==> src/verilog/soc_mem_params.svh <==
// ----------------------------------------
// Fabric constants. CSR data is fixed at 32 bits
// ----------------------------------------
`ifndef SOC_MEM_PARAMS_SVH
`define SOC_MEM_PARAMS_SVH

// Memory word address width and word width
`define FML_DEPTH 10
`define FML_WIDTH 64

// Cycles from first strobe to acknowledge
`define RAM_LATENCY 3

// Reset release counts, in sys_clk cycles
`define RST_HOLD 64
`define FLASH_RST_CYCLES 32

// CSR unit numbers, matched against csr_a[13:10]
`define CSR_UNIT_SCANOUT 4'd3
`define CSR_UNIT_MEMTEST 4'd7
`define CSR_UNIT_METER 4'd9

// 16-bit pixels packed into one memory word
`define PIXELS_PER_WORD 4

`endif

==> src/verilog/soc_mem_pkg.sv <==
// ----------------------------------------
// Types shared by the masters, the arbiter and the memory
// ----------------------------------------
`include "soc_mem_params.svh"

package soc_mem_pkg;

	// Word address on the memory side
	typedef logic [`FML_DEPTH-1:0] fml_adr_t;

	// Unit number in bits 13:10, register in bits 1:0
	typedef logic [13:0] csr_adr_t;

	// Scanout reads a word as pixels, pixel 0 lowest
	// Memtest builds and checks it as two 32-bit halves
	typedef union packed {
		logic [`PIXELS_PER_WORD-1:0][`FML_WIDTH/`PIXELS_PER_WORD-1:0] pixel;
		logic [1:0][`FML_WIDTH/2-1:0] half;
	} fml_word_t;

endpackage

==> src/verilog/fml_meter.sv <==
`timescale 1ns/1ns
// ----------------------------------------
// Counters wrap at 32 bits
// ----------------------------------------
`include "soc_mem_params.svh"

module fml_meter
	import soc_mem_pkg::*;
(
	input  logic        sys_clk,
	input  logic        sys_rst_i,

	input  csr_adr_t    csr_a_i,
	input  logic        csr_we_i,
	input  logic [31:0] csr_dw_i,
	output logic [31:0] csr_dr_o,

	input  logic        mem_stb_i,
	input  logic        mem_ack_i
);
	logic csr_sel;
	logic enable_q;
	logic [31:0] stb_cnt;
	logic [31:0] ack_cnt;

	assign csr_sel = (csr_a_i[13:10] == `CSR_UNIT_METER);

	always_ff @(posedge sys_clk) begin
		if (sys_rst_i) begin
			enable_q <= 1'b0;
			stb_cnt <= '0;
			ack_cnt <= '0;
			csr_dr_o <= '0;
		end else begin
			if (enable_q && mem_stb_i) begin
				stb_cnt <= stb_cnt + 1'b1;
			end
			if (enable_q && mem_ack_i) begin
				ack_cnt <= ack_cnt + 1'b1;
			end
			// Writing 1 restarts from zero, 0 freezes
			if (csr_sel && csr_we_i && csr_a_i[1:0] == 2'd0) begin
				enable_q <= csr_dw_i[0];
				if (csr_dw_i[0]) begin
					stb_cnt <= '0;
					ack_cnt <= '0;
				end
			end
			csr_dr_o <= '0;
			if (csr_sel) begin
				case (csr_a_i[1:0])
					2'd0: csr_dr_o <= {31'd0, enable_q};
					2'd1: csr_dr_o <= stb_cnt;
					2'd2: csr_dr_o <= ack_cnt;
					default: csr_dr_o <= '0;
				endcase
			end
		end
	end

endmodule

==> config.mk <==
export PLATFORM = sky130hd
export DESIGN_NAME = fml_meter
export DESIGN_NICKNAME = d
export VERILOG_FILES = /design/src/verilog/soc_mem_pkg.sv /design/src/verilog/fml_meter.sv
export VERILOG_INCLUDE_DIRS = /design/src /design/src/verilog
export SDC_FILE = /design/constraint.sdc
export NUM_CORES = 1
export LEC_CHECK = 0
export BUFFER_PORTS_ARGS = -buffer_cell sky130_fd_sc_hd__buf_4
export CAP_MARGIN = 15
export CORE_MARGIN = 3
export CORE_UTILIZATION = 35
export CTS_CLUSTER_SIZE = 14
export DETAILED_ROUTE_END_ITERATION = 8
export GPL_TIMING_DRIVEN = 0
export HOLD_SLACK_MARGIN = 0.02
export PLACE_DENSITY_LB_ADDON = 0.25
export SLEW_MARGIN = 25
export SYNTH_ARGS = -nofsm -noshare
export SYNTH_HDL_FRONTEND = slang
export SYNTH_SLANG_ARGS = --single-unit
==> constraint.sdc <==
create_clock -name sys_clk -period 2.57 [get_ports sys_clk]
set_input_delay 0.3855 -clock sys_clk [delete_from_list [all_inputs] [get_ports sys_clk]]
set_output_delay 0.3855 -clock sys_clk [all_outputs]
set_load 0.02 [all_outputs]
## Word level (Yosys, flattened, before mapping)

Index checks and enable logic that the tools add are counted.

| storage, ports and cells | value |
|---|---|
| input port bits | 51 |
| word-level logic and storage cells | 23 |
| flip-flop bits (word level) | 97 |

| cells by class | value |
|---|---|
| equal/unequal tests | 3 |
| add/sub/neg operators | 2 |
| mux-type cells | 7 |
| bitwise operators | 1 |
| reductions and logical operators | 6 |

Operators by type and width:

| operator | count |
|---|---|
| 32-bit two-way mux | 6 |
| 32-bit case mux with 3 select lines | 1 |
| 32-bit by 1-bit adder with 32-bit output, second input constant | 2 |
| 4-bit == test, second input constant | 1 |
| 1-bit logical AND | 4 |
| 2-bit by 1-bit == test with 1-bit output, second input constant | 1 |
| 2-bit == test, second input constant | 1 |
| 2-bit zero test | 1 |
| 2-bit OR reduction | 1 |
| 1-bit inverter | 1 |

## Depth between registers and ports, before layout

Gate-level depths: netlist of the first run.

| logic depth | value |
|---|---|
| word-level depth | 4 |
| gate-level depth with buffers | 7 |

## Least setup slack after synthesis of the first run

No wires, ideal clock.

| path | value |
|---|---|
| path kind | register to register |
| start point | reg ack_cnt[0] |
| end point | reg ack_cnt[16] |
| period minus slack after synthesis | 1.959 ns |
| required time | 2.500 ns |
| setup time | 0.070 ns |
| path slack | 0.611 ns |
| cell stages (with the launch flop) | 7 |
| data arrival time | 1.889 ns |
| cells stage by stage | dfxtp_1 > ha_1 > nand3_2 > or4_1 > buf_2 > or4_1 > a21oi_1 |

| between the ends | value |
|---|---|
| word-level cells in the longest chain between the ends | 4 |

Ends and longest elaborated chain:

| element | RTL line | RTL |
|---|---|---|
| from (decl) | fml_meter.sv:24 | `logic [31:0] ack_cnt;` |
| from (signal assigned) | fml_meter.sv:39 | `ack_cnt <= ack_cnt + 1'b1;` |
| 32-bit by 1-bit adder with 32-bit output (*) | fml_meter.sv:39 |  |
| 32-bit two-way mux (*) | fml_meter.sv:38 | `if (enable_q && mem_ack_i) begin` |
| 32-bit two-way mux | fml_meter.sv:44 | `if (csr_dw_i[0]) begin` |
| 32-bit two-way mux (*) | fml_meter.sv:42 | `if (csr_sel && csr_we_i && csr_a_i[1:0] == 2'd0) begin` |

Mark *: on every way between the ends. The rest lies on a longest branch, timed or not.
A chain may end at the register's enable or synchronous reset.

## Worst setup path after layout of the first run

| path | value |
|---|---|
| start point | reg enable_q |
| end point | reg ack_cnt[25] |

| between the ends | value |
|---|---|
| word-level cells in the longest chain between the ends | 4 |

Ends and longest elaborated chain:

| element | RTL line | RTL |
|---|---|---|
| from (decl) | fml_meter.sv:22 | `logic enable_q;` |
| from (signal assigned) | fml_meter.sv:43 | `enable_q <= csr_dw_i[0];` |
| 1-bit logical AND (*) | fml_meter.sv:38 |  |
| 32-bit two-way mux (*) | fml_meter.sv:38 |  |
| 32-bit two-way mux | fml_meter.sv:44 |  |
| 32-bit two-way mux (*) | fml_meter.sv:42 |  |

Marks and branches as above.

==> impl_metrics.csv, run 1 <==
group,metric,value,unit
run_status,outcome,"finished clean",
global_route,vias_in_the_first_global_route,3592,
cells_and_area,num-fill-cells,1139,
logic_synthesis,postSynthAreaPerCell,8.64,um2
setup_path,timing_worst_setup_path_type,"reg2reg",
clock_tree,cts_tree,"built",
timing,clock_skew,0.00619,ns
logic_synthesis,cell_type_with_the_highest_aggregate_area_in_the_netlist,"dfxtp_1",
detailed_routing,final_antenna_net_count,0,
timing,timing.max_slew.rel_slack,0.527,
floorplan,die_h,115,um
placement,routability_congestion_estimate_from_global_placement,0.782,
detailed_routing,wl_per_cell,16.2,um
global_route,antenna_violations_before_repair,0,
detailed_routing,vias_per_cell,5.51,
setup_path,worst_path_largest_cell_delay,0.51,ns
pwr,peakVddDrop,0.000398,V
logic_synthesis,ys_seq_area_frac,0.470,
pwr,cellPowerDensity,643,nW/um2
global_route,grt_start_max_net_pins,17,
timing,post-route-min-period,2.30,ns
setup_path,crit_arrival,2.51,ns
timing,max_freq,435,MHz
floorplan,die-area,13100,um2
floorplan,core_area,11500,um2
cells_and_area,sequential_cell_area,1940,um2
floorplan,die_x,115,um
logic_synthesis,ys_warn_count,0,
clock_tree,clock-sinks,97,
detailed_routing,dr.pass1.iters,5,
clock_tree,ctsRootBufferMaster,"clkbuf_16",
floorplan,start_util,0.360,
timing,maxSlewViolCount,0,
cells_and_area,design.final.nets,585,
min_path,holdPathStages,2,
logic_synthesis,synth_area_leaders,"dfxtp_1 (47%), or4_1 (5.8%), a22oi_1 (5.6%), a21oi_1 (5.3%), o31ai_1 (5.1%)",
min_path,timing.hold.worst.class,"in2reg",
job,cap_viol_max_count,0,
detailed_routing,vias,3744,
setup_path,regToRegStartpoint,"enable_q$_SDFFE_PP0N_",
detailed_routing,totalWireLength,11.0,mm
logic_synthesis,yosys.area.top_type_share,0.470,
min_path,hold-path-endpoint,"enable_q$_SDFFE_PP0N_",
setup_path,critical-path-slowest-cell,"or4_1",
cells_and_area,multi_input_area,2010,um2
min_path,source_of_the_worst_hold_timing_path,"sys_rst_i",
detailed_routing,first_iter_violations,238,
setup_path,cp_max_fo,10,
global_route,residual_overflow_from_global_routing,0,
setup_path,reg2reg_slack,0.27,ns
clock_tree,clkTransAtPathRegs,0.07,ns
clock_tree,cts_made_buffers,9,
timing,finalCritPeriodShare,0.894,
global_route,grt_first_pass_wirelength,18.4,mm
setup_path,critPathTopFamily,"simple AND/OR/NAND/NOR gates",
timing,setup_viol,0,
timing,grt_setup_unrepaired,"false",
clock_tree,max-clock-path-buffers,2,
setup_path,timing.reg2reg.worst_path_depth,7,
timing,worstMarginPinSlew,0.702,ns
logic_synthesis,synthesis.area,4130,um2
floorplan,design.portCount,83,
floorplan,rows,39,
cells_and_area,n_antenna_cell,0,
setup_path,crit_path_cell_trace,"buf_4 -> nand4_1 -> or4_1 -> clkbuf_1 -> clkbuf_2 -> o31ai_1 -> a21oi_1",
clock_tree,cts-htree-levels,3,
setup_path,worst_setup_path_end_kind,"register",
setup_path,start_kind,"register",
logic_synthesis,yosys_register_bits,97,
logic_synthesis,syn_nets,531,
pwr,cellLeakagePower,1.54,nW
timing,count_of_endpoints_failing_hold_in_the_final_timing_report,0,
setup_path,worst_r2r_endpoint,"ack_cnt[25]$_SDFF_PP0_",
cells_and_area,layout_cells_sized_above_1,0.127,
placement,place.detailed.hpwl,8.03,mm
global_route,track_usage,0.176,
setup_path,crit_buf_inv,3,
timing,setup_tns,0,ns
cells_and_area,area_growth,21.1,%
clock_tree,postCtsHoldBufs,0,
logic_synthesis,syn_inst,478,
clock_tree,clkLatencyLatePin,0.35,ns
cells_and_area,final_area,5000,um2
detailed_routing,detail_route.drc_violations,0,
placement,dpl-instance-area,4630,um2
logic_synthesis,yosys.cell_types.count,33,
placement,buffer_ports.inserted,43,
setup_path,cp_data_required_time,2.79,ns
[per-layer routing]
metal  part of all wire  GRT usage  vias to the layer above
met5                  0          0                        -
met3              0.038     0.0354                       18
met2               0.45      0.272                       73
met4              0.021     0.0554                        0
li1                   -          -                     1869
met1               0.49      0.247                     1784
[synthesized netlist by cell type, drive strengths merged]
master	count
and3	4
o21ai	12
a22oi	31
and2	1
clkbuf	26
nor2b	2
a21oi	44
nor3	9
or3	10
nor3b	1
nand2b	4
nor4	5
nand3	22
or4	32
nand2	30
o31ai	28
o21a	2
and4	7
dfxtp	97
buf	4
mux2i	3
ha	2
nand4	12
a31oi	1
nor4bb	1
inv	15
xnor2	13
nor2	54
xor2	6
[per-stage QoR]
| stage | cells | power (mW) | worst slack, ns | util | hold WS, ns |
|---|---|---|---|---|---|
| floorplan | 478 | 1.57 | 0.611 | - | 0.442 |
| global route | 680 | 3.31 | 0.0299 | 0.436 | 0.211 |
| CTS | 680 | 3.23 | 0.205 | 0.436 | 0.218 |
| finish | 680 | 3.22 | 0.274 | 0.436 | 0.223 |
| global placement | 664 | 1.60 | 0.0982 | 0.404 | 0.456 |
| detailed placement | 664 | 1.61 | -0.00751 | 0.404 | 0.470 |
[cell type report]
type	count	area share
Multi-Input combinational cell	336	0.402
Sequential cell	97	0.388
Timing Repair Buffer	43	0.0646
Clock buffer	9	0.0450
Tap cell	143	0.0358
Clock inverter	7	0.0285
Buffer	30	0.0245
Inverter	15	0.0113
[logic make-up after synthesis]
kind of cell | after synthesis | synth area share
and+or+nand+nor | 194 | 0.253
buffers and inverters | 45 | 0.0430
xor gates and xnor gates | 19 | 0.0403
AOI/OAI and AO/OA | 118 | 0.180
adders and majority gates | 2 | 0.00606
muxes | 3 | 0.00727
DFF | 97 | 0.470
[layout by cell type (no fill, tap or decap)]
cell,n
a21oi_1,44
xnor2_1,13
inv_1,15
and3_1,4
nand3_2,2
nor2b_1,2
dfxtp_1,97
a22oi_1,31
or3_1,10
xor2_1,6
and4_1,7
buf_4,44
nand4_2,1
nor3b_1,1
mux2i_1,3
nand2b_1,4
nor4_1,5
nand2_1,30
and2_1,1
clkinvlp_4,3
a31oi_1,1
buf_2,3
o21a_1,2
clkbuf_1,24
nor3_1,9
nand4_1,11
nand3_1,20
bufinv_16,4
o31ai_1,28
clkbuf_2,2
ha_1,2
or4_1,32
nor4bb_1,1
nor2_1,54
clkbuf_16,9
o21ai_0,12
[registers in the layout (all words and copies together) (netlist names)]
register,cells
stb_cnt,32
csr_dr_o,32
ack_cnt,32
enable_q,1
[power by group]
group          total [mW]  internal, mW  switching, mW  leakage [nW]
clock network        1.64          1.05          0.596         0.168
logic              0.0683        0.0200         0.0483         0.588
registers            1.50          1.50       0.000187         0.781
total                3.22          2.57          0.644          1.54
[timing repair]
action | CTS | global route
endpoints found under the hold margin | 0 | 0
setup buffers | 0 | 0
resized for setup | 0 | 2
endpoints found under the setup margin | 0 | 1
[worst max-delay path by stage]
stage                                     start                     end  slack [ns]  depth (start not counted)
after global placement              csr_a_i[11]   ack_cnt[3]$_SDFF_PP0_         0.1                          7
final                     enable_q$_SDFFE_PP0N_  ack_cnt[25]$_SDFF_PP0_        0.27                          7
after global routing      enable_q$_SDFFE_PP0N_  ack_cnt[13]$_SDFF_PP0_        0.03                          7
after detailed placement            csr_a_i[11]   ack_cnt[4]$_SDFF_PP0_      -0.008                          7
after CTS                 enable_q$_SDFFE_PP0N_  ack_cnt[25]$_SDFF_PP0_        0.21                          7
after floorplan           ack_cnt[0]$_SDFF_PP0_  ack_cnt[16]$_SDFF_PP0_        0.61                          6
[worst reg2reg max path, delay by kind of cell (launching register included)]
family,cells,cell delay [ns]
simple gates,2,0.73
flops,1,0.38
compound gates,2,0.36
buf+inv,3,0.69
(Power assumes the default switching activity.)
==> run 2: changes to the inputs <==
==> constraint.sdc (replaced) <==
create_clock -name sys_clk -period 2.57 [get_ports sys_clk]
set_input_delay 0.1285 -clock sys_clk [delete_from_list [all_inputs] [get_ports sys_clk]]
set_output_delay 0.1285 -clock sys_clk [all_outputs]
set_load 0.02 [all_outputs]
==> impl_metrics.csv, run 2 (synthesis gave the netlist of run 1 again) <==
group,metric,value,unit
run_status,outcome,"finished clean",
timing,worstMarginPinSlew,0.713,ns
setup_path,cp_data_required_time,2.79,ns
timing,post_route_setup_slack,0.279,ns
clock_tree,cts-htree-levels,3,
setup_path,worst_setup_path_end_kind,"register",
timing,clock_skew,0.00606,ns
clock_tree,ctsRootBufferMaster,"clkbuf_16",
pwr,clkPwrFrac,0.511,
cells_and_area,layout_cells_sized_above_1,0.126,
clock_tree,cts_tree,"built",
timing,max_freq,436,MHz
cells_and_area,area_growth,21.3,%
setup_path,timing_worst_setup_path_type,"reg2reg",
global_route,track_usage,0.176,
pwr,cellLeakagePower,1.54,nW
detailed_routing,totalWireLength,11.0,mm
global_route,grt_use_met3,0.0354,
floorplan,die-area,13100,um2
global_route,residual_overflow_from_global_routing,0,
timing,post-route-min-period,2.29,ns
timing,timing.max_slew.rel_slack,0.520,
floorplan,die_h,115,um
global_route,antenna_violations_before_repair,0,
cells_and_area,stdcell_count,681,
global_route,vias_in_the_first_global_route,3598,
timing,finalCritPeriodShare,0.891,
pwr,cellPowerDensity,642,nW/um2
setup_path,crit_buf_inv,3,
pwr,internal_power,2.57,mW
cells_and_area,multi_input_area,2010,um2
detailed_routing,vias,3733,
timing,setup_viol,0,
pwr,p_sw,644,uW
setup_path,critical-path-slowest-cell,"or4_1",
floorplan,design.portCount,83,
setup_path,start_kind,"register",
detailed_routing,final_antenna_net_count,0,
cells_and_area,design.final.nets,586,
global_route,grt_start_max_net_pins,17,
timing,count_of_endpoints_failing_hold_in_the_final_timing_report,0,
cells_and_area,fin_util,0.437,
clock_tree,clkTransAtPathRegs,0.07,ns
timing,setup_tns,0,ns
setup_path,crit_arrival,2.51,ns
job,cap_viol_max_count,0,
detailed_routing,dr.pass1.iters,5,
placement,buffer_ports.inserted,43,
clock_tree,clkLatencyLatePin,0.35,ns
cells_and_area,num-fill-cells,1139,
timing,grt_setup_unrepaired,"false",
clock_tree,clock-sinks,97,
detailed_routing,detail_route.drc_violations,0,
placement,routability_congestion_estimate_from_global_placement,0.782,
placement,place.detailed.hpwl,8.03,mm
min_path,timing.hold.worst.class,"in2reg",
pwr,peakVddDrop,0.000399,V
cells_and_area,n_antenna_cell,0,
global_route,grt_busiest_layer,"met2",
floorplan,die_x,115,um
setup_path,critPathTopFamily,"simple AND/OR/NAND/NOR gates",
detailed_routing,wl_per_cell,16.2,um
setup_path,worst_path_largest_cell_delay,0.51,ns
clock_tree,cts_made_buffers,9,
pwr,pwr-share-comb,0.022,
pwr,power.share.switching,0.200,
global_route,grtUsageMet1,0.247,
detailed_routing,vias_per_cell,5.48,
floorplan,core_area,11500,um2
cells_and_area,largest_registers,"ack_cnt (32), csr_dr_o (32), stb_cnt (32)",
cells_and_area,layout_commonest_cell,"dfxtp_1",
floorplan,rows,39,
setup_path,cp_max_fo,10,
clock_tree,max-clock-path-buffers,2,
placement,dp.cells,664,
setup_path,crit_path_cell_trace,"buf_4 -> nand4_1 -> or4_1 -> clkbuf_1 -> clkbuf_2 -> o31ai_1 -> a21oi_1",
cells_and_area,sequential_cell_area,1940,um2
cells_and_area,commonest_cells_after_routing_fill_and_taps_aside,"dfxtp_1 (97), nor2_1 (54), a21oi_1 (44), buf_4 (44), or4_1 (32)",
placement,place_ws,0.238,ns
pwr,share_seq_of_total_power,0.467,
global_route,global_route.usage.met2,0.273,
global_route,grt_first_pass_wirelength,18.4,mm
detailed_routing,first_iter_violations,241,
floorplan,start_util,0.360,
timing,maxSlewViolCount,0,
==> run 2: changes by cell type in the layout (fill, tap and decap cells not counted) <==
cell and delta:
dlygate4sd3_1 +1
==> run 2: final cells by class <==
type / count / share of cell area
buffer: 30 / 0.0245
inverter: 15 / 0.0112
tap: 143 / 0.0357
clock buffer: 9 / 0.0450
multi-input combinational: 336 / 0.401
clock inverter: 7 / 0.0285
timing repair buffer: 44 / 0.0664
sequential: 97 / 0.388
==> run 2: repair_timing <==
item | CTS | global route
hold endpoints to repair | 1 | 0
setup endpoints to repair | 0 | 1
gates resized for setup | 0 | 2
hold buffers | 1 | 0
buffers inserted | 0 | 0
==> run 2: through the flow <==
stage	instance area, um2	hold slack, ns	power, mW
floorplan	4130	0.198	1.57
global placement	4630	0.323	1.60
detailed placement	4630	0.329	1.61
CTS	5010	0.0768	3.23
global route	5010	0.0756	3.31
finish	5010	0.0795	3.22
==> run 2: power by group through the flow <==
| stage | sequential (mW) | clock [mW] | combinational [mW] |
|---|---|---|---|
| finish | 1.50 | 1.64 | 0.0695 |
| global placement | 1.54 | 0 | 0.0674 |
| floorplan | 1.54 | 0 | 0.0348 |
| global route | 1.50 | 1.74 | 0.0754 |
| detailed placement | 1.54 | 0 | 0.0687 |
| CTS | 1.50 | 1.66 | 0.0701 |
==> run 2: worst paths after layout <==
path | from | endpoint | slack (ns) | cells past startpoint
setup reg to reg | enable_q$_SDFFE_PP0N_ | ack_cnt[25]$_SDFF_PP0_ | 0.28 | 7
hold / removal | csr_dw_i[0] | enable_q$_SDFFE_PP0N_ | 0.08 | 3
hold reg to reg | ack_cnt[31]$_SDFF_PP0_ | ack_cnt[31]$_SDFF_PP0_ | 0.49 | 2
setup / recovery | enable_q$_SDFFE_PP0N_ | ack_cnt[25]$_SDFF_PP0_ | 0.28 | 7
==> run 2: layer usage <==
metal | wire length, um | vias up | share of wire
met2 | 4990 | 65 | 0.45
met5 | 0 | - | 0
met3 | 360 | 18 | 0.033
met1 | 5430 | 1776 | 0.49
li1 | - | 1874 | -
met4 | 228 | 0 | 0.021
==> run 2: worst reg2reg max path: cells and delay by family, from the launching register on <==
family                 cells  cell delay (ns)
DFF                        1             0.38
buffers and inverters      3             0.69
and+or+nand+nor            2             0.73
AOI/OAI and AO/OA          2             0.36
==> run 3: changes to the inputs <==
--- a/config.mk
+++ b/config.mk
@@ -12,7 +12,7 @@
 export CORE_UTILIZATION = 35
 export CTS_CLUSTER_SIZE = 14
 export DETAILED_ROUTE_END_ITERATION = 8
-export GPL_TIMING_DRIVEN = 0
+export GPL_TIMING_DRIVEN = 1
 export HOLD_SLACK_MARGIN = 0.02
 export PLACE_DENSITY_LB_ADDON = 0.25
 export SLEW_MARGIN = 25
==> impl_metrics.csv, run 3 (synthesis gave the netlist of run 1 again) <==
group,metric,value,unit
timing,count_of_endpoints_failing_hold_in_the_final_timing_report,0,
detailed_routing,vias_per_cell,5.55,
setup_path,start_kind,"register",
timing,max_freq,440,MHz
placement,place.detailed.hpwl,7.01,mm
timing,post_route_setup_slack,0.297,ns
floorplan,core_area,11500,um2
setup_path,crit_arrival,2.54,ns
clock_tree,clock-sinks,97,
detailed_routing,first_iter_violations,248,
floorplan,design.portCount,83,
timing,grt_setup_unrepaired,"false",
setup_path,timing_worst_setup_path_type,"reg2reg",
global_route,grt_first_pass_wirelength,17.1,mm
global_route,grt_start_max_net_pins,62,
timing,maxSlewViolCount,0,
clock_tree,clkTransAtPathRegs,0.06,ns
global_route,residual_overflow_from_global_routing,0,
cells_and_area,layout_cells_sized_above_1,0.150,
clock_tree,cts_made_buffers,9,
clock_tree,max-clock-path-buffers,2,
cells_and_area,fin_util,0.433,
detailed_routing,final_antenna_net_count,0,
floorplan,start_util,0.360,
floorplan,die-area,13100,um2
detailed_routing,wl_per_cell,15.3,um
setup_path,cp_max_fo,16,
timing,fin_worst_hold_slack,0.0960,ns
setup_path,critical-path-slowest-cell,"or4_1",
cells_and_area,num-fill-cells,1111,
placement,place_ws,0.316,ns
pwr,cellLeakagePower,1.56,nW
cells_and_area,n_antenna_cell,0,
cells_and_area,final_area,4970,um2
timing,worstMarginPinSlew,0.659,ns
cells_and_area,stdcell_count,664,
cells_and_area,area_growth,20.4,%
pwr,design_power_total,3.01,mW
setup_path,crit_buf_inv,0,
setup_path,critical-path-top-cell-by-count,"or4_1",
job,cap_viol_max_count,0,
cells_and_area,commonest_cells_after_routing_fill_and_taps_aside,"dfxtp_1 (97), buf_4 (57), nor2_1 (54)",
detailed_routing,dr.pass1.iters,5,
placement,routability_congestion_estimate_from_global_placement,0.770,
global_route,antenna_violations_before_repair,0,
floorplan,die_x,115,um
global_route,vias_in_the_first_global_route,3488,
clock_tree,cts_tree,"built",
setup_path,critPathTopFamily,"simple AND/OR/NAND/NOR gates",
setup_path,cp_data_required_time,2.84,ns
run_status,outcome,"finished clean",
detailed_routing,totalWireLength,10.2,mm
cells_and_area,design.final.nets,571,
placement,dp.cells,649,
clock_tree,cts-htree-levels,3,
setup_path,worst_path_largest_cell_delay,0.78,ns
timing,setup_viol,0,
timing,post-route-min-period,2.27,ns
min_path,timing.hold.worst.class,"in2reg",
detailed_routing,detail_route.drc_violations,0,
setup_path,crit_path_cell_trace,"nand4_2 -> or4_1 -> or4_1 -> a21oi_1",
cells_and_area,largest_registers,"ack_cnt (32), csr_dr_o (32), stb_cnt (32)",
timing,setup_tns,0,ns
clock_tree,clkLatencyLatePin,0.34,ns
pwr,cellPowerDensity,605,nW/um2
placement,dpl-instance-area,4640,um2
floorplan,rows,39,
pwr,peakVddDrop,0.000277,V
setup_path,worst_setup_path_end_kind,"register",
global_route,track_usage,0.163,
timing,finalCritPeriodShare,0.885,
placement,buffer_ports.inserted,43,
clock_tree,ctsRootBufferMaster,"clkbuf_16",
timing,clock_skew,0.00723,ns
timing,timing.max_slew.rel_slack,0.557,
detailed_routing,vias,3682,
cells_and_area,layout_commonest_cell,"dfxtp_1",
floorplan,die_h,115,um
run 3: worst paths after layout:
path                               start                      to  slack (ns)  cells past startpoint
setup / recovery   stb_cnt[3]$_SDFF_PP0_  stb_cnt[28]$_SDFF_PP0_        0.30                      4
hold / removal                 mem_stb_i   stb_cnt[1]$_SDFF_PP0_         0.1                      3
hold reg to reg   stb_cnt[31]$_SDFF_PP0_  stb_cnt[31]$_SDFF_PP0_        0.49                      2
setup reg to reg   stb_cnt[3]$_SDFF_PP0_  stb_cnt[28]$_SDFF_PP0_        0.30                      4
run 3: what timing repair did:
item / 4_1_cts / 5_1_grt
setup buffers: 0 / 0
gates resized for setup: 0 / 0
endpoints found under the hold margin: 1 / 0
hold buffers: 1 / 0
run 3: final cells by class:
type | instances | area [um2] | area share
clock buffers | 11 | 253 | 0.0509
clock inverters | 3 | 65.1 | 0.0131
inverters | 15 | 56.3 | 0.0113
multi-input cells | 336 | 2020 | 0.406
flip-flops and latches | 97 | 1940 | 0.391
well taps | 143 | 179 | 0.0360
repair buffers | 59 | 458 | 0.0921
run 3: power breakdown:
part	total, mW	switching [mW]	internal (mW)
Sequential	1.50	0.000336	1.50
Clock	1.43	0.541	0.893
Combinational	0.0681	0.0455	0.0226
Total	3.01	0.586	2.42
run 3: routing by layer:
layer | part of all wire | vias to the layer above | GRT usage
li1 | - | 1839 | -
met1 | 0.47 | 1763 | 0.226
met2 | 0.46 | 69 | 0.254
met3 | 0.048 | 11 | 0.0328
met4 | 0.018 | 0 | 0.0507
met5 | 0 | - | 0
run 3: tightest hold or removal path: cells and delay by family:
kind	cells	cell delay (ns)
simple gates	1	0.07
compound gates	1	0.05
buf+inv	1	0.13
